### src/design/mem_edge_pkg.sv
// ====================
// Memory edge shared definitions
// Widths, typedefs, heap and FIFO sizing and the walker tracker states
// used by both edges of the request pipeline
// ====================

package mem_edge_pkg;

    // ====================
    // Field widths

    localparam int LINE_ADDR_W = 16;
    localparam int LINE_DATA_W = 32;
    localparam int MDATA_W = 8;

    // Beat number, also the packet length encoded as beats minus one
    localparam int CL_NUM_W = 2;

    // ====================
    // Sizing

    localparam int N_HEAP_ENTRIES = 8;

    // Every slot holds up to four beats of one packet
    localparam int N_HEAP_WORDS = N_HEAP_ENTRIES * 4;
    localparam int HEAP_IDX_W = $clog2(N_HEAP_ENTRIES);

    // Metadata bit reserved for page table walker reads
    localparam int PT_MDATA_IDX = 7;

    localparam int TX_ALM_FULL_THRESHOLD = 4;

    // Two spare entries absorb the requests in flight when almost-full rises
    localparam int HDR_FIFO_ENTRIES = TX_ALM_FULL_THRESHOLD + 2;

    // ====================
    // Types

    typedef logic [LINE_ADDR_W-1:0] t_line_addr;
    typedef logic [LINE_DATA_W-1:0] t_line_data;
    typedef logic [MDATA_W-1:0] t_mdata;
    typedef logic [CL_NUM_W-1:0] t_cl_num;
    typedef logic [HEAP_IDX_W-1:0] t_heap_idx;

    // Heap word address is the slot index followed by the beat number
    typedef logic [HEAP_IDX_W+CL_NUM_W-1:0] t_heap_addr;

    // Write header packed as {address, mdata, length, heap index}
    localparam int WR_HDR_W = LINE_ADDR_W + MDATA_W + CL_NUM_W + HEAP_IDX_W;
    typedef logic [WR_HDR_W-1:0] t_wr_hdr;

    // Page table read tracker in the FIU edge
    typedef enum logic
    {
        PT_IDLE,
        PT_PENDING
    } t_edge_state;

endpackage

### src/design/afu_edge.sv
// ====================
// AFU side edge
// Allocates heap slots, stores write beats in the heap and forwards
// one header per packet toward the FIU side
// ====================

`timescale 1ns/1ps

module afu_edge
    import mem_edge_pkg::*;
(
    input  logic       clk,
    input  logic       reset,
    input  logic       afu_c1_valid,
    input  t_line_addr afu_c1_addr,
    input  t_mdata     afu_c1_mdata,
    input  t_cl_num    afu_c1_len,
    input  logic       afu_c1_sop,
    input  t_line_data afu_c1_data,
    output logic       afu_c1_alm_full,
    output logic       heap_wen,
    output t_heap_addr heap_waddr,
    output t_line_data heap_wdata,
    output logic       hdr_enq_en,
    output t_wr_hdr    hdr_enq_data,
    input  logic       hdr_alm_full,
    input  logic       heap_free,
    input  t_heap_idx  heap_free_idx
);

    // One bit per slot, set while the slot is free
    logic [N_HEAP_ENTRIES-1:0] free_slots;
    logic [HEAP_IDX_W:0]       n_free;
    t_heap_idx                 alloc_idx;
    logic                      alloc_en;

    // Packet in progress, with the fields captured at sop
    logic       in_pkt;
    t_cl_num    beat_q;
    t_heap_idx  pkt_idx;
    t_line_addr pkt_addr;
    t_mdata     pkt_mdata;
    t_cl_num    pkt_len;

    // Fields of the current beat
    t_heap_idx  cur_idx;
    t_cl_num    cur_beat;
    t_line_addr cur_addr;
    t_mdata     cur_mdata;
    t_cl_num    cur_len;
    logic       last_beat;

    // ====================
    // Slot allocation

    // Scan downward so the lowest free slot wins, counting free slots on the way
    always_comb
    begin
        alloc_idx = '0;
        n_free = '0;
        for (int i = N_HEAP_ENTRIES - 1; i >= 0; i--)
        begin
            if (free_slots[i])
            begin
                alloc_idx = t_heap_idx'(i);
                n_free = n_free + 1'b1;
            end
        end
    end

    assign alloc_en = afu_c1_valid && afu_c1_sop;

    // Keep two slots in reserve for packets the AFU sends after the assertion
    assign afu_c1_alm_full = hdr_alm_full || (n_free <= 2);

    // ====================
    // Beat handling

    // The sop beat carries the packet fields; later beats reuse the held copy
    always_comb
    begin
        cur_idx = afu_c1_sop ? alloc_idx : pkt_idx;
        cur_beat = afu_c1_sop ? t_cl_num'(0) : beat_q;
        cur_addr = afu_c1_sop ? afu_c1_addr : pkt_addr;
        cur_mdata = afu_c1_sop ? afu_c1_mdata : pkt_mdata;
        cur_len = afu_c1_sop ? afu_c1_len : pkt_len;
        last_beat = (cur_beat == cur_len);
    end

    assign heap_wen = afu_c1_valid;
    assign heap_waddr = {cur_idx, cur_beat};
    assign heap_wdata = afu_c1_data;

    // The header leaves only once every beat of its packet is stored
    assign hdr_enq_en = afu_c1_valid && last_beat;
    assign hdr_enq_data = {cur_addr, cur_mdata, cur_len, cur_idx};

    always_ff @(posedge clk)
    begin
        if (reset)
        begin
            free_slots <= '1;
            in_pkt <= 1'b0;
            beat_q <= '0;
        end
        else
        begin
            // A freed slot is never the one being allocated in the same cycle
            if (heap_free)
            begin
                free_slots[heap_free_idx] <= 1'b1;
            end
            if (alloc_en)
            begin
                free_slots[alloc_idx] <= 1'b0;
            end

            if (afu_c1_valid)
            begin
                in_pkt <= !last_beat;
                beat_q <= cur_beat + 1'b1;
            end
        end

        if (alloc_en)
        begin
            pkt_idx <= alloc_idx;
            pkt_addr <= afu_c1_addr;
            pkt_mdata <= afu_c1_mdata;
            pkt_len <= afu_c1_len;
        end
    end

    // ====================
    // Checks

    a_slot_available: assert property (@(posedge clk) disable iff (reset)
        alloc_en |-> (n_free != '0));

    // Only the first beat of a packet carries sop
    a_beat_order: assert property (@(posedge clk) disable iff (reset)
        afu_c1_valid |-> (afu_c1_sop == !in_pkt));

    // The FIU side only returns slots that were handed out
    a_free_in_use: assert property (@(posedge clk) disable iff (reset)
        heap_free |-> !free_slots[heap_free_idx]);

endmodule

### src/design/fiu_edge.sv
// ====================
// FIU side edge
// Forwards AFU reads with page table reads injected, splits read
// responses and expands write headers into flits read from the heap
// ====================

`timescale 1ns/1ps

module fiu_edge
    import mem_edge_pkg::*;
(
    input  logic       clk,
    input  logic       reset,
    input  logic       afu_c0_valid,
    input  t_line_addr afu_c0_addr,
    input  t_mdata     afu_c0_mdata,
    output logic       afu_c0_alm_full,
    input  logic       fiu_c0_alm_full,
    output logic       fiu_c0_valid,
    output t_line_addr fiu_c0_addr,
    output t_mdata     fiu_c0_mdata,
    input  logic       pt_read_en,
    input  t_line_addr pt_read_addr,
    output logic       pt_read_rdy,
    output logic       pt_read_data_en,
    output t_line_data pt_read_data,
    input  logic       fiu_rd_rsp_valid,
    input  t_mdata     fiu_rd_rsp_mdata,
    input  t_line_data fiu_rd_rsp_data,
    output logic       afu_rd_rsp_valid,
    output t_mdata     afu_rd_rsp_mdata,
    output t_line_data afu_rd_rsp_data,
    input  t_wr_hdr    hdr_first,
    input  logic       hdr_not_empty,
    output logic       hdr_deq_en,
    output t_heap_addr heap_raddr,
    input  t_line_data heap_rdata,
    output logic       heap_free,
    output t_heap_idx  heap_free_idx,
    input  logic       fiu_c1_alm_full,
    output logic       fiu_c1_valid,
    output t_line_addr fiu_c1_addr,
    output t_mdata     fiu_c1_mdata,
    output logic       fiu_c1_sop,
    output t_line_data fiu_c1_data
);

    // ====================
    // Read requests

    t_edge_state pt_state;
    t_line_addr  pt_addr;
    t_mdata      pt_mdata;
    logic        pt_emit;

    // Walker reads carry only the reserved bit in their metadata
    assign pt_mdata = t_mdata'(1) << PT_MDATA_IDX;

    // A walk request goes out in a cycle the AFU leaves the channel idle
    assign pt_emit = (pt_state == PT_PENDING) && !afu_c0_valid;
    assign pt_read_rdy = (pt_state == PT_IDLE);

    // While a walk waits, keep the AFU moving so an idle cycle comes along
    assign afu_c0_alm_full = fiu_c0_alm_full && (pt_state != PT_PENDING);

    always_ff @(posedge clk)
    begin
        if (reset)
        begin
            pt_state <= PT_IDLE;
            fiu_c0_valid <= 1'b0;
        end
        else
        begin
            // The walker only asks while idle, so the two cases never overlap
            if (pt_read_en)
            begin
                pt_state <= PT_PENDING;
            end
            else if (pt_emit)
            begin
                pt_state <= PT_IDLE;
            end
            fiu_c0_valid <= afu_c0_valid || pt_emit;
        end

        if (pt_read_en)
        begin
            pt_addr <= pt_read_addr;
        end

        fiu_c0_addr <= pt_emit ? pt_addr : afu_c0_addr;
        fiu_c0_mdata <= pt_emit ? pt_mdata : afu_c0_mdata;
    end

    // ====================
    // Read responses

    logic is_pt_rsp;

    // Responses tagged with the reserved bit belong to the walker
    assign is_pt_rsp = fiu_rd_rsp_mdata[PT_MDATA_IDX];
    assign pt_read_data_en = fiu_rd_rsp_valid && is_pt_rsp;
    assign pt_read_data = fiu_rd_rsp_data;
    assign afu_rd_rsp_valid = fiu_rd_rsp_valid && !is_pt_rsp;
    assign afu_rd_rsp_mdata = fiu_rd_rsp_mdata;
    assign afu_rd_rsp_data = fiu_rd_rsp_data;

    // ====================
    // Write expansion

    t_line_addr first_addr;
    t_mdata     first_mdata;
    t_cl_num    first_len;
    t_heap_idx  first_idx;

    // Stage 1 walks the beats of one packet
    logic       stg1_valid;
    t_line_addr stg1_addr;
    t_mdata     stg1_mdata;
    logic       stg1_sop;
    t_cl_num    stg1_beat;
    t_cl_num    stg1_rem;
    t_heap_idx  stg1_idx;

    // Stages 2 and 3 wait for the heap read
    logic       stg2_valid;
    t_line_addr stg2_addr;
    t_mdata     stg2_mdata;
    logic       stg2_sop;
    logic       stg3_valid;
    t_line_addr stg3_addr;
    t_mdata     stg3_mdata;
    logic       stg3_sop;

    logic may_fire;
    logic stg1_done;

    assign {first_addr, first_mdata, first_len, first_idx} = hdr_first;

    assign may_fire = !fiu_c1_alm_full;

    // The packet finishes when its last beat leaves stage 1
    assign stg1_done = may_fire && stg1_valid && (stg1_rem == '0);

    // Refill stage 1 when it is empty or about to empty
    assign hdr_deq_en = hdr_not_empty && (stg1_done || !stg1_valid);

    // Heap data for this beat lines up with stage 3
    assign heap_raddr = {stg1_idx, stg1_beat};

    always_ff @(posedge clk)
    begin
        if (reset)
        begin
            stg1_valid <= 1'b0;
            stg2_valid <= 1'b0;
            stg3_valid <= 1'b0;
            heap_free <= 1'b0;
        end
        else
        begin
            if (hdr_deq_en)
            begin
                stg1_valid <= 1'b1;
            end
            else if (stg1_done)
            begin
                stg1_valid <= 1'b0;
            end

            // Stage 2 takes a bubble whenever stage 1 holds
            stg2_valid <= may_fire && stg1_valid;
            stg3_valid <= stg2_valid;
            heap_free <= stg1_done;
        end

        if (hdr_deq_en)
        begin
            stg1_addr <= first_addr;
            stg1_mdata <= first_mdata;
            stg1_sop <= 1'b1;
            stg1_beat <= '0;
            stg1_rem <= first_len;
            stg1_idx <= first_idx;
        end
        else if (may_fire && stg1_valid)
        begin
            stg1_sop <= 1'b0;
            stg1_beat <= stg1_beat + 1'b1;
            stg1_rem <= stg1_rem - 1'b1;
        end

        // Low address bits carry the beat number
        stg2_addr <= {stg1_addr[LINE_ADDR_W-1:CL_NUM_W], stg1_addr[CL_NUM_W-1:0] | stg1_beat};
        stg2_mdata <= stg1_mdata;
        stg2_sop <= stg1_sop;

        stg3_addr <= stg2_addr;
        stg3_mdata <= stg2_mdata;
        stg3_sop <= stg2_sop;

        heap_free_idx <= stg1_idx;
    end

    assign fiu_c1_valid = stg3_valid;
    assign fiu_c1_addr = stg3_addr;
    assign fiu_c1_mdata = stg3_mdata;
    assign fiu_c1_sop = stg3_sop;
    assign fiu_c1_data = heap_rdata;

    // Walker responses are told apart only by this bit
    a_afu_mdata_reserved: assert property (@(posedge clk) disable iff (reset)
        afu_c0_valid |-> !afu_c0_mdata[PT_MDATA_IDX]);

endmodule

### src/design/mem_edge_top.sv
// ====================
// Memory edge top level
// Joins the AFU and FIU edges through the write heap and header FIFO
// ====================

`timescale 1ns/1ps

module mem_edge_top
    import mem_edge_pkg::*;
(
    input  logic       clk,
    input  logic       reset,

    // AFU side
    input  logic       afu_c0_valid,
    input  t_line_addr afu_c0_addr,
    input  t_mdata     afu_c0_mdata,
    output logic       afu_c0_alm_full,
    input  logic       afu_c1_valid,
    input  t_line_addr afu_c1_addr,
    input  t_mdata     afu_c1_mdata,
    input  t_cl_num    afu_c1_len,
    input  logic       afu_c1_sop,
    input  t_line_data afu_c1_data,
    output logic       afu_c1_alm_full,
    output logic       afu_rd_rsp_valid,
    output t_mdata     afu_rd_rsp_mdata,
    output t_line_data afu_rd_rsp_data,
    output logic       afu_wr_rsp_valid,
    output t_mdata     afu_wr_rsp_mdata,

    // FIU side
    output logic       fiu_c0_valid,
    output t_line_addr fiu_c0_addr,
    output t_mdata     fiu_c0_mdata,
    output logic       fiu_c1_valid,
    output t_line_addr fiu_c1_addr,
    output t_mdata     fiu_c1_mdata,
    output logic       fiu_c1_sop,
    output t_line_data fiu_c1_data,
    input  logic       fiu_c0_alm_full,
    input  logic       fiu_c1_alm_full,
    input  logic       fiu_rd_rsp_valid,
    input  t_mdata     fiu_rd_rsp_mdata,
    input  t_line_data fiu_rd_rsp_data,
    input  logic       fiu_wr_rsp_valid,
    input  t_mdata     fiu_wr_rsp_mdata,

    // Page table walker
    input  logic       pt_read_en,
    input  t_line_addr pt_read_addr,
    output logic       pt_read_rdy,
    output logic       pt_read_data_en,
    output t_line_data pt_read_data
);

    logic       heap_wen;
    t_heap_addr heap_waddr;
    t_line_data heap_wdata;
    t_heap_addr heap_raddr;
    t_line_data heap_rdata;
    logic       heap_free;
    t_heap_idx  heap_free_idx;

    logic       hdr_enq_en;
    t_wr_hdr    hdr_enq_data;
    logic       hdr_alm_full;
    logic       hdr_deq_en;
    t_wr_hdr    hdr_first;
    logic       hdr_not_empty;

    // Write responses need no processing
    assign afu_wr_rsp_valid = fiu_wr_rsp_valid;
    assign afu_wr_rsp_mdata = fiu_wr_rsp_mdata;

    afu_edge afu_edge_i
    (
        .clk, .reset,
        .afu_c1_valid, .afu_c1_addr, .afu_c1_mdata, .afu_c1_len, .afu_c1_sop,
        .afu_c1_data, .afu_c1_alm_full,
        .heap_wen, .heap_waddr, .heap_wdata,
        .hdr_enq_en, .hdr_enq_data, .hdr_alm_full,
        .heap_free, .heap_free_idx
    );

    req_fifo req_fifo_i
    (
        .clk, .reset,
        .enq_en(hdr_enq_en),
        .enq_data(hdr_enq_data),
        .alm_full(hdr_alm_full),
        .first(hdr_first),
        .deq_en(hdr_deq_en),
        .not_empty(hdr_not_empty)
    );

    write_heap_ram write_heap_ram_i
    (
        .clk,
        .wen(heap_wen),
        .waddr(heap_waddr),
        .wdata(heap_wdata),
        .raddr(heap_raddr),
        .rdata(heap_rdata)
    );

    fiu_edge fiu_edge_i
    (
        .clk, .reset,
        .afu_c0_valid, .afu_c0_addr, .afu_c0_mdata, .afu_c0_alm_full,
        .fiu_c0_alm_full, .fiu_c0_valid, .fiu_c0_addr, .fiu_c0_mdata,
        .pt_read_en, .pt_read_addr, .pt_read_rdy, .pt_read_data_en, .pt_read_data,
        .fiu_rd_rsp_valid, .fiu_rd_rsp_mdata, .fiu_rd_rsp_data,
        .afu_rd_rsp_valid, .afu_rd_rsp_mdata, .afu_rd_rsp_data,
        .hdr_first, .hdr_not_empty, .hdr_deq_en,
        .heap_raddr, .heap_rdata, .heap_free, .heap_free_idx,
        .fiu_c1_alm_full, .fiu_c1_valid, .fiu_c1_addr, .fiu_c1_mdata, .fiu_c1_sop,
        .fiu_c1_data
    );

endmodule

### src/design/req_fifo.sv
// ====================
// Write header FIFO
// Small circular buffer with a fill counter and an almost-full level
// ====================

`timescale 1ns/1ps

module req_fifo
    import mem_edge_pkg::*;
(
    input  logic    clk,
    input  logic    reset,
    input  logic    enq_en,
    input  t_wr_hdr enq_data,
    output logic    alm_full,
    output t_wr_hdr first,
    input  logic    deq_en,
    output logic    not_empty
);

    localparam int PTR_W = $clog2(HDR_FIFO_ENTRIES);
    localparam int CNT_W = $clog2(HDR_FIFO_ENTRIES + 1);

    t_wr_hdr mem [HDR_FIFO_ENTRIES];

    logic [PTR_W-1:0] wr_ptr;
    logic [PTR_W-1:0] rd_ptr;
    logic [CNT_W-1:0] count;

    // Head entry is visible without a read cycle
    assign first = mem[rd_ptr];
    assign not_empty = (count != '0);
    assign alm_full = (count >= CNT_W'(TX_ALM_FULL_THRESHOLD));

    always_ff @(posedge clk)
    begin
        if (enq_en)
        begin
            mem[wr_ptr] <= enq_data;
        end
    end

    always_ff @(posedge clk)
    begin
        if (reset)
        begin
            wr_ptr <= '0;
            rd_ptr <= '0;
            count <= '0;
        end
        else
        begin
            // Pointers wrap at the depth, which need not be a power of two
            if (enq_en)
            begin
                wr_ptr <= (wr_ptr == PTR_W'(HDR_FIFO_ENTRIES - 1)) ? '0 : wr_ptr + 1'b1;
            end
            if (deq_en)
            begin
                rd_ptr <= (rd_ptr == PTR_W'(HDR_FIFO_ENTRIES - 1)) ? '0 : rd_ptr + 1'b1;
            end
            count <= count + CNT_W'(enq_en) - CNT_W'(deq_en);
        end
    end

    // The AFU edge must stop before the FIFO fills
    a_no_overflow: assert property (@(posedge clk) disable iff (reset)
        enq_en |-> (count < CNT_W'(HDR_FIFO_ENTRIES)));

    // The FIU edge only pops a header it has seen
    a_no_underflow: assert property (@(posedge clk) disable iff (reset)
        deq_en |-> not_empty);

endmodule

### src/design/write_heap_ram.sv
// ====================
// Write heap memory
// Simple dual-port RAM holding write beats between the two edges
// ====================

`timescale 1ns/1ps

module write_heap_ram
    import mem_edge_pkg::*;
(
    input  logic       clk,
    input  logic       wen,
    input  t_heap_addr waddr,
    input  t_line_data wdata,
    input  t_heap_addr raddr,
    output t_line_data rdata
);

    t_line_data mem [N_HEAP_WORDS];

    // Write port is registered once before it reaches the array
    logic       wen_q;
    t_heap_addr waddr_q;
    t_line_data wdata_q;

    // Array read result, ahead of the output register
    t_line_data rd_q;

    always_ff @(posedge clk)
    begin
        wen_q <= wen;
        waddr_q <= waddr;
        wdata_q <= wdata;

        if (wen_q)
        begin
            mem[waddr_q] <= wdata_q;
        end
    end

    // Two cycle read with no bypass of the pending write
    always_ff @(posedge clk)
    begin
        rd_q <= mem[raddr];
        rdata <= rd_q;
    end

endmodule

### config.mk
export PLATFORM = sky130hd
export DESIGN_NAME = mem_edge_top
export DESIGN_NICKNAME = d
export VERILOG_FILES = /design/src/design/mem_edge_pkg.sv /design/src/design/afu_edge.sv /design/src/design/fiu_edge.sv /design/src/design/mem_edge_top.sv /design/src/design/req_fifo.sv /design/src/design/write_heap_ram.sv
export SDC_FILE = /design/constraint.sdc
export NUM_CORES = 1
export LEC_CHECK = 0
export ABC_AREA = 0
export BUFFER_PORTS_ARGS = -buffer_cell sky130_fd_sc_hd__buf_2
export CAP_MARGIN = 20
export CORE_MARGIN = 1
export CORE_UTILIZATION = 47
export CTS_CLUSTER_SIZE = 24
export DETAILED_ROUTE_END_ITERATION = 8
export GPL_ROUTABILITY_DRIVEN = 0
export HOLD_SLACK_MARGIN = 0.08
export SYNTH_ARGS = -nofsm -noshare
export SYNTH_HDL_FRONTEND = slang
export SYNTH_SLANG_ARGS = --single-unit
### constraint.sdc
create_clock -name clk -period 13 [get_ports clk]
set_input_delay 0.65 -clock clk [delete_from_list [all_inputs] [get_ports clk]]
set_output_delay 0.65 -clock clk [all_outputs]
set_load 0.1 [all_outputs]
==> metrics.md, run 1 <==
| Metric | Value |
|---|---|
| Violated checks | design-rule violations |
| Yosys warning count | 0 |
| Routed Antenna Nets | 0 |
| Max Cap Viol | 0 |
| Worst-path cell chain | inv_1, ha_1, xor2_1, ha_1, nor2b_1, nor2_1, ha_1, nand2_1, o31ai_1, ha_1, mux2i_1, a21oi_1, ha_1, nand2_1, xnor2_1, xnor2_1, and3_4, o22ai_2, nor4bb_1, or4_1, buf_2 |
| Fraction of registers with async set/reset | 0% |
| Clk slew on worst S/H paths | ~0.06 ns |
| Port Buffer Count | between 150 and 200 |
| Fraction of layout cells with a size suffix above 1 | between 30 and 40% |
| Crit end category | output pin |
| Req. time, crit path | roughly 12 ns |
| Period minus WS final | between 6 and 7 ns |
| Startpoint types | flop |
| Cell family with most CP delay | adder cells |
| Vias in the first global route | around 26k |
| Compound-gate portion of the synthesized area | less than 1% |
| Die Wd | 342 um |
| Filler cells | 8646 |
| # H-tree levels | 4 |
| Fmax | 0.160 GHz |
| Vias per cell | approximately 5.7 |
| Cells after Synth | 2440 |
| TritonCTS Sinks | 1482 |
| Crit path largest cell delay | 0.42 ns |
| Multiplexer share of the synthesized area | 16.7% |
| Mapped Avg Cell Area | between 20 and 25 um^2 |
| Final setup fails | 0 |
| Post-Synth XOR/XNOR Area | less than 1% |
| Initial cell density of the core | 47.4% |
| Post-DP Area | between 50000 and 60000 um^2 |
| Setup Skew | 0.0352 ns |
| # nets final | about 2.9k |
| Slowest cell on crit path | buf_2 |
| VDD IR-drop max | around 0.18 mV |
| Worst Path Max Fanout | 7 |
| Clock Path Buffers | 3 |
| Adder-cell share of the synthesized area | 0.290% |
| Sequential area share after synthesis | ~78% |
| Seq cells post-synth | 1482 |
| Clk_lat worst skew | roughly 0.77 ns |
| DR WL/cell | 27.7 um |
| Max-slew violations | 0 |
| Most frequent cells in the layout | 1272 x edfxtp_1, 349 x mux4_2, 205 x dfxtp_1, 196 x buf_2, 158 x clkbuf_16 |
| Crit path kind | reg -> out |
| DP Wirelength | a little over 60 mm |
| Die area | between 100000 and 150000 um^2 |
| CP dominant cell by count | ha_1 |
| Most common cell after layout, fill and taps aside | edfxtp_1 |
| Initial DRT Pass Iterations | 9 |
| Site Rows | 124 |
| Final hold vios | 0 |
| Hold_ws | about 0.13 ns |
| Pwr dens | roughly 200 nW/um^2 |
| Final wirelength | 122 mm |
| Vias after detailed routing | between 20k and 25k |
| Root Buffer | clkbuf_16 |
| Synth-to-Final Area Change | 15.6% |
| Most used DFF post-synth | edfxtp_1 |
| Final period utilization | approximately half |
| Main combinational cell family by area after synthesis | multiplexers |
| DR iter-0 viols | ~2.3k |
| Cell Area, Synth | approximately 54000 um^2 |
| Largest net degree at the start of global routing | between 100 and 150 |
| Leakage power | 20.3 nW |
| Slew @ Worst Pin | approximately 1.1 ns |
| Finished Cell Area | roughly 63000 um^2 |
| Status | complete, but fails checks |
| CP Buf/Inv Count | 2 |
| Slew Limit Headroom | 26.3% |
| Post-synthesis simple-gate area fraction | around 1.7% |
| Chip height | 342 um |
| GRT Total Usage | a little over a fifth |
| Antenna violations before repair | 2 |
| First-pass GRT wire length | ~180 mm |
| Synth Net Count | around 2.6k |
| Post-route total power | 12.8 mW |
| TNS Setup | 0 ns |
| CP arrival | 5.61 ns |
| DRC | 24 |
| # IOs | about 330 |
| Number of flops mapped to enable cells by yosys | around 1.3k |
| TritonCTS Buffers | 154 |
| RSZ-0062 raised after global routing | false |
| Grt ovf | 0 |
| Post-synth cell types | 64 |
| Hold Crit Class | in -> reg |
| Clock tree from TritonCTS | done |
| Core area | 115000 um^2 |
final timing paths:
kind                            cells after the start                     start                    endpoint  slack (ns)
worst max register to register                      5   fiu_edge_i.stg1_beat[1]    write_heap_ram_i.rd_q[9]        8.72
worst min-delay path                                2           afu_c0_addr[11]  fiu_edge_i.fiu_c0_addr[11]        0.13
worst min register to register                      0  write_heap_ram_i.rd_q[2]   write_heap_ram_i.rdata[2]        0.33
worst max-delay path                               21  afu_edge_i.free_slots[6]             afu_c1_alm_full        6.74
cell usage after synthesis, types with 4 or more instances:
master | n | share of area (%)
nand3_1 | 4 | 0.037
mux2_1 | 4 | 0.083
mux4_2 | 349 | 14
nor3b_1 | 5 | 0.069
a21oi_1 | 40 | 0.37
nand2_1 | 24 | 0.17
o21ai_0 | 4 | 0.037
buf_2 | 4 | 0.037
nand3b_1 | 5 | 0.069
clkbuf_1 | 73 | 0.50
inv_1 | 17 | 0.12
buf_1 | 28 | 0.19
nor2b_1 | 17 | 0.20
mux2i_1 | 36 | 0.66
nor2_1 | 93 | 0.64
ha_1 | 11 | 0.25
xnor2_1 | 8 | 0.13
nand2b_1 | 4 | 0.046
o21bai_1 | 6 | 0.083
nor3_1 | 8 | 0.074
o21ai_1 | 5 | 0.046
dfxtp_1 | 210 | 7.7
edfxtp_1 | 1272 | 70
buf_4 | 82 | 1.1
mux2_2 | 71 | 1.5
what timing repair did:
action                                 4_1_cts  5_1_grt
setup buffers                                0        0
resized for setup                            0        0
hold buffers                                89        0
endpoints found under the hold margin       89        0
state kept, by name, summed over array words and instances (netlist names), 16 cells and up, named ones only:
register and flops:
fiu_edge_i.fiu_c1_addr 16, fiu_edge_i.pt_addr 16, write_heap_ram_i.wdata_q 32, fiu_edge_i.stg2_addr 16, fiu_edge_i.stg1_addr 16, write_heap_ram_i.mem 1024, fiu_edge_i.fiu_c0_addr 16, write_heap_ram_i.rd_q 32
req_fifo_i.mem 174, afu_edge_i.pkt_addr 16, write_heap_ram_i.rdata 32
power breakdown:
group	internal, mW	switching (mW)
logic	1.18	1.69
clock network	2.46	1.80
registers	5.50	0.194
total	9.14	3.68
metrics by stage:
stage | utilization (%) | setup WS [ns] | std cells
finish | 54.8 | 6.74 | 4394
global route | 54.8 | 6.41 | 4393
floorplan | - | 8.04 | 2440
detailed placement | 49.7 | 7.62 | 4017
CTS | 54.8 | 6.76 | 4390
global placement | 49.7 | 7.91 | 4017
worst reg2reg max path, cell delays in order, from the launching register on:
cell	delay (ns)
dfxtp_4	0.86
buf_4	0.96
buf_4	1.08
mux4_2	0.46
mux4_2	0.52
mux2_2	0.29
kinds of logic after synthesis:
logic type / Yosys count
multiplexers: 460
buffers and inverters: 207
AO/OA/AOI/OAI: 74
flip-flops: 1482
adder cells (fa/ha/maj): 12
XOR/XNOR: 15
AND/OR/NAND/NOR: 190
metal layers:
layer / part of all wire [%] / vias to the layer above / global-route usage [%]
met5: 0.014 / - / 0
met4: 2.1 / 2 / 6.06
met3: 6.9 / 182 / 4.18
met2: 51 / 906 / 35.9
met1: 40 / 13300 / 27.9
li1: - / 10600 / -
layout make-up:
class	instances	area, um^2	area share, %
Multi-Input combinational cell	751	11100	17.7
Clock inverter	66	603	0.960
Inverter	19	71.3	0.114
Tap cell	1512	1890	3.01
Clock buffer	218	4340	6.91
Sequential cell	1482	42400	67.5
Antenna cell	1	2.50	0.00399
Timing Repair Buffer	345	2380	3.79
Power figures use the tool's default switching activity.
==> inputs of run 2 (changes only) <==
--- a/config.mk
+++ b/config.mk
@@ -5,7 +5,7 @@
 export SDC_FILE = /design/constraint.sdc
 export NUM_CORES = 1
 export LEC_CHECK = 0
-export ABC_AREA = 0
+export ABC_AREA = 1
 export BUFFER_PORTS_ARGS = -buffer_cell sky130_fd_sc_hd__buf_2
 export CAP_MARGIN = 20
 export CORE_MARGIN = 1
==> constraint.sdc (replaced) <==
create_clock -name clk -period 6.5 [get_ports clk]
set_input_delay 0.325 -clock clk [delete_from_list [all_inputs] [get_ports clk]]
set_output_delay 0.325 -clock clk [all_outputs]
set_load 0.1 [all_outputs]
==> run 2 against run 1 <==
The run now ends clean. Die area grew 1.7%. Wire length grew 17%. Clock skew shrank 0.012 ns. Highest routed layer is now met4. Non-clock buffer count grew 42. First-iteration DRC count grew 57%. Register-to-register slack lost 5.7 ns. Utilization shrank 0.19 points. Hold slack gained 0.072 ns. Critical path depth grew 5. Synthesized cell count grew 66%. Sequential power grew 100%. Clock-buffer cell count shrank 10.
==> metrics.md, run 2 <==
| Metric | Value |
|---|---|
| Status | finished, final reports clean |
| Port Buffer Count | between 150 and 200 |
| Sequential area share after synthesis | between 70 and 80% |
| Final hold vios | 0 |
| Compound-gate portion of the synthesized area | between 10% and 20% |
| Post-synth top cells | 1272 x edfxtp_1, 679 x nor2_1, 595 x o21ai_0 |
| Main combinational cell family by area after synthesis | compound AO/OA/AOI/OAI gates |
| GRT Total Usage | roughly a quarter |
| R2r setup slk | approximately 3 ns |
| TNS Setup | 0 ns |
| Crit end category | output pin |
| DR WL/cell | about 24 um |
| Seq cells post-synth | between 1k and 1.5k |
| CP arrival | between 4 and 5 ns |
| Pwr dens | approximately 420 nW/um^2 |
| Hold_ws | slightly above 0.2 ns |
| Filler cells | about 9.5k |
| Main area contributors after synthesis | edfxtp_1 69%, dfxtp_1 7.6%, o21ai_0 5.4% |
| Most used DFF post-synth | edfxtp_1 |
| DR iter-0 viols | 3603 |
| Yosys warning count | 0 |
| # H-tree levels | 4 |
| Startpoint types | flop |
| R2R Path End | write_heap_ram_i.rd_q[24] |
| Initial cell density of the core | 47.5% |
| Top-area cell type share of the netlist area | 69.1% |
| Most common cell after layout, fill and taps aside | edfxtp_1 |
| Largest reg by FF count | write_heap_ram_i.mem |
| Cell Area, Synth | approximately 55000 um^2 |
| Placed Cells incl. Taps | 5489 |
| Clock tree from TritonCTS | done |
| Cells after Synth | ~4.0k |
| Setup Skew | about 0.023 ns |
| Post-CTS Setup Inserts | 0 |
| Top flop regs | write_heap_ram_i.mem x1024, req_fifo_i.mem x174 |
| R2R depth | 5 |
| Largest net degree at the start of global routing | 242 |
| Final period utilization | about four fifths |
| Post-route non-filler standard cell count | roughly 5.9k |
| Max-slew violations | 0 |
| VDD IR-drop max | 0.434 mV |
| Vias in the first global route | 33.0k |
| # diodes | 0 |
| Post-Synth XOR/XNOR Area | 0.0159% |
| Resize count post-CTS | 0 |
| Period minus WS final | about 5.3 ns |
| DRC | 0 |
| Number of flops mapped to enable cells by yosys | about 1.3k |
| Req. time, crit path | just over 6 ns |
| Fraction of layout cells with a size suffix above 1 | between 10% and 20% |
| Slew @ Worst Pin | 1.17 ns |
| Crit path kind | reg -> out |
| Routed Antenna Nets | 0 |
| Clk slew on worst S/H paths | 0.06 ns |
| Final setup fails | 0 |
| Synth Net Count | roughly 4.2k |
| RSZ-0062 raised after global routing | false |
| Synth area leader | edfxtp_1 |
| Flip-flop count of the largest register after layout | between 1k and 1.5k |
| Most frequent cells in the layout | 1272 x edfxtp_1, 647 x nor2_1, 595 x o21ai_0, 296 x nand2_1, 205 x dfxtp_1 |
| Leakage power | approximately 22 nW |
| Root Buffer | clkbuf_16 |
| Core area | roughly 120000 um^2 |
| DP Wirelength | around 69 mm |
| TritonCTS Sinks | 1482 |
| Slew Limit Headroom | 22.0% |
| Area of the multi-input gates | approximately 11000 um^2 |
| Grt ovf | 0 |
| Hold Crit Class | in -> reg |
| TritonCTS Buffers | between 150 and 200 |
| Worst Path Max Fanout | 4 |
| Clock Path Buffers | 3 |
| RR Startpoint | fiu_edge_i.stg1_idx[0] |
| Mapped Avg Cell Area | 13.7 um^2 |
| Final wirelength | 142 mm |
| Max Cap Viol | 0 |
| Antenna violations before repair | 1 |
| Vias per cell | between 5 and 6 |
| Register Area | 42400 um^2 |
| Post-synth cell types | 39 |
| Die Wd | between 300 and 400 um |
| Final core utilization | between 50% and 60% |
| Most frequent cell after synthesis | edfxtp_1 |
| Adder-cell share of the synthesized area | less than 1% |
| # IOs | 325 |
| Setup crit start | afu_edge_i.free_slots[6] |
| Site Rows | around 130 |
| Post-synthesis simple-gate area fraction | under 10% |
| Clk_lat worst skew | roughly 0.76 ns |
| Synth-to-Final Area Change | 15.1% |
| First-pass GRT wire length | 210 mm |
| Vias after detailed routing | 33.9k |
| # nets final | between 4k and 5k |
| Die area | 119000 um^2 |
| Fraction of registers with async set/reset | 0% |
| Chip height | about 340 um |
| Post-route total power | 26.8 mW |
| Fmax | 0.188 GHz |
| Multiplexer share of the synthesized area | 0% |
| Initial DRT Pass Iterations | 6 |
| Worst Setup EP | afu_c1_alm_full |
==> run 2: how the worst min path moves through the flow <==
stage | cells after the start | endpoint | start | slack, ns
2_1_floorplan | 0 | fiu_edge_i.fiu_c1_addr[0] | fiu_edge_i.stg2_addr[0] | 0.31
3_3_place_gp | 0 | fiu_edge_i.fiu_c1_addr[3] | fiu_edge_i.stg2_addr[3] | 0.31
3_5_place_dp | 0 | fiu_edge_i.fiu_c1_addr[1] | fiu_edge_i.stg2_addr[1] | 0.31
4_1_cts | 2 | write_heap_ram_i.wdata_q[21] | afu_c1_data[21] | 0.16
5_1_grt | 2 | write_heap_ram_i.wdata_q[26] | afu_c1_data[26] | 0.20
6_report | 2 | write_heap_ram_i.wdata_q[7] | afu_c1_data[7] | 0.20
==> run 2: logic make-up (layout without fill, tap and decap cells) <==
logic type | Yosys count | after routing
DFF | 1482 | 1482
buffers and inverters | 421 | 747
adders and majority gates | 12 | 12
AOI/OAI and AO/OA | 1024 | 1024
and+or+nand+nor | 1105 | 1105
xor gates and xnor gates | 1 | 1
==> run 2: worst max-delay path, stage by stage (launching register included) <==
cell and delay (ns):
dfxtp_1 0.33, inv_1 0.07, ha_1 0.35, inv_1 0.10, nand2_2 0.07, nand2_1 0.07, inv_1 0.05, ha_1 0.27
nand2_1 0.09, nand2_1 0.07, ha_1 0.28, or2_2 0.30, nand2_1 0.12, inv_1 0.06, ha_1 0.30, nand2_1 0.07
nand2_1 0.09, ha_1 0.30, nand2_1 0.06, nand2_1 0.10, ha_1 0.30, nand2_1 0.06, nand2_1 0.05, a21oi_1 0.12
nand2_1 0.06, nand2_1 0.05, buf_2 0.42
==> run 2: report_power, final <==
group / switching [mW] / leakage (nW) / total (mW) / internal [mW]
Clock: 3.65 / 2.44 / 8.69 / 5.04
Combinational: 5.07 / 5.87 / 6.65 / 1.58
Sequential: 0.439 / 13.3 / 11.5 / 11.0
==> run 2: timing repair <==
| item | 4_1_cts | 5_1_grt |
|---|---|---|
| setup endpoints to repair | 0 | 0 |
| hold endpoints to repair | 292 | 0 |
| hold buffers | 123 | 0 |
==> run 2: area by class of cell <==
cell class / instances / area share (%)
multi-input combinational: 2142 / 17.5
clock inverter: 72 / 1.27
sequential: 1482 / 66.7
inverter: 80 / 0.514
tap: 1524 / 3.00
timing repair buffer: 387 / 4.44
clock buffer: 208 / 6.60
==> run 2: per-stage QoR <==
step	instance area [um^2]	setup WS [ns]
global route	63600	0.887
detailed placement	57300	1.98
CTS	63500	1.15
finish	63600	1.19
global placement	57300	2.02
floorplan	55200	2.04
==> run 2: routing by layer <==
layer | vias up | global-route usage [%] | routed length, um
li1 | 15400 | - | -
met1 | 16900 | 33.5 | 61500
met2 | 1340 | 38.6 | 67500
met3 | 234 | 3.53 | 9990
met4 | 0 | 7.09 | 3240
met5 | - | 0 | 0
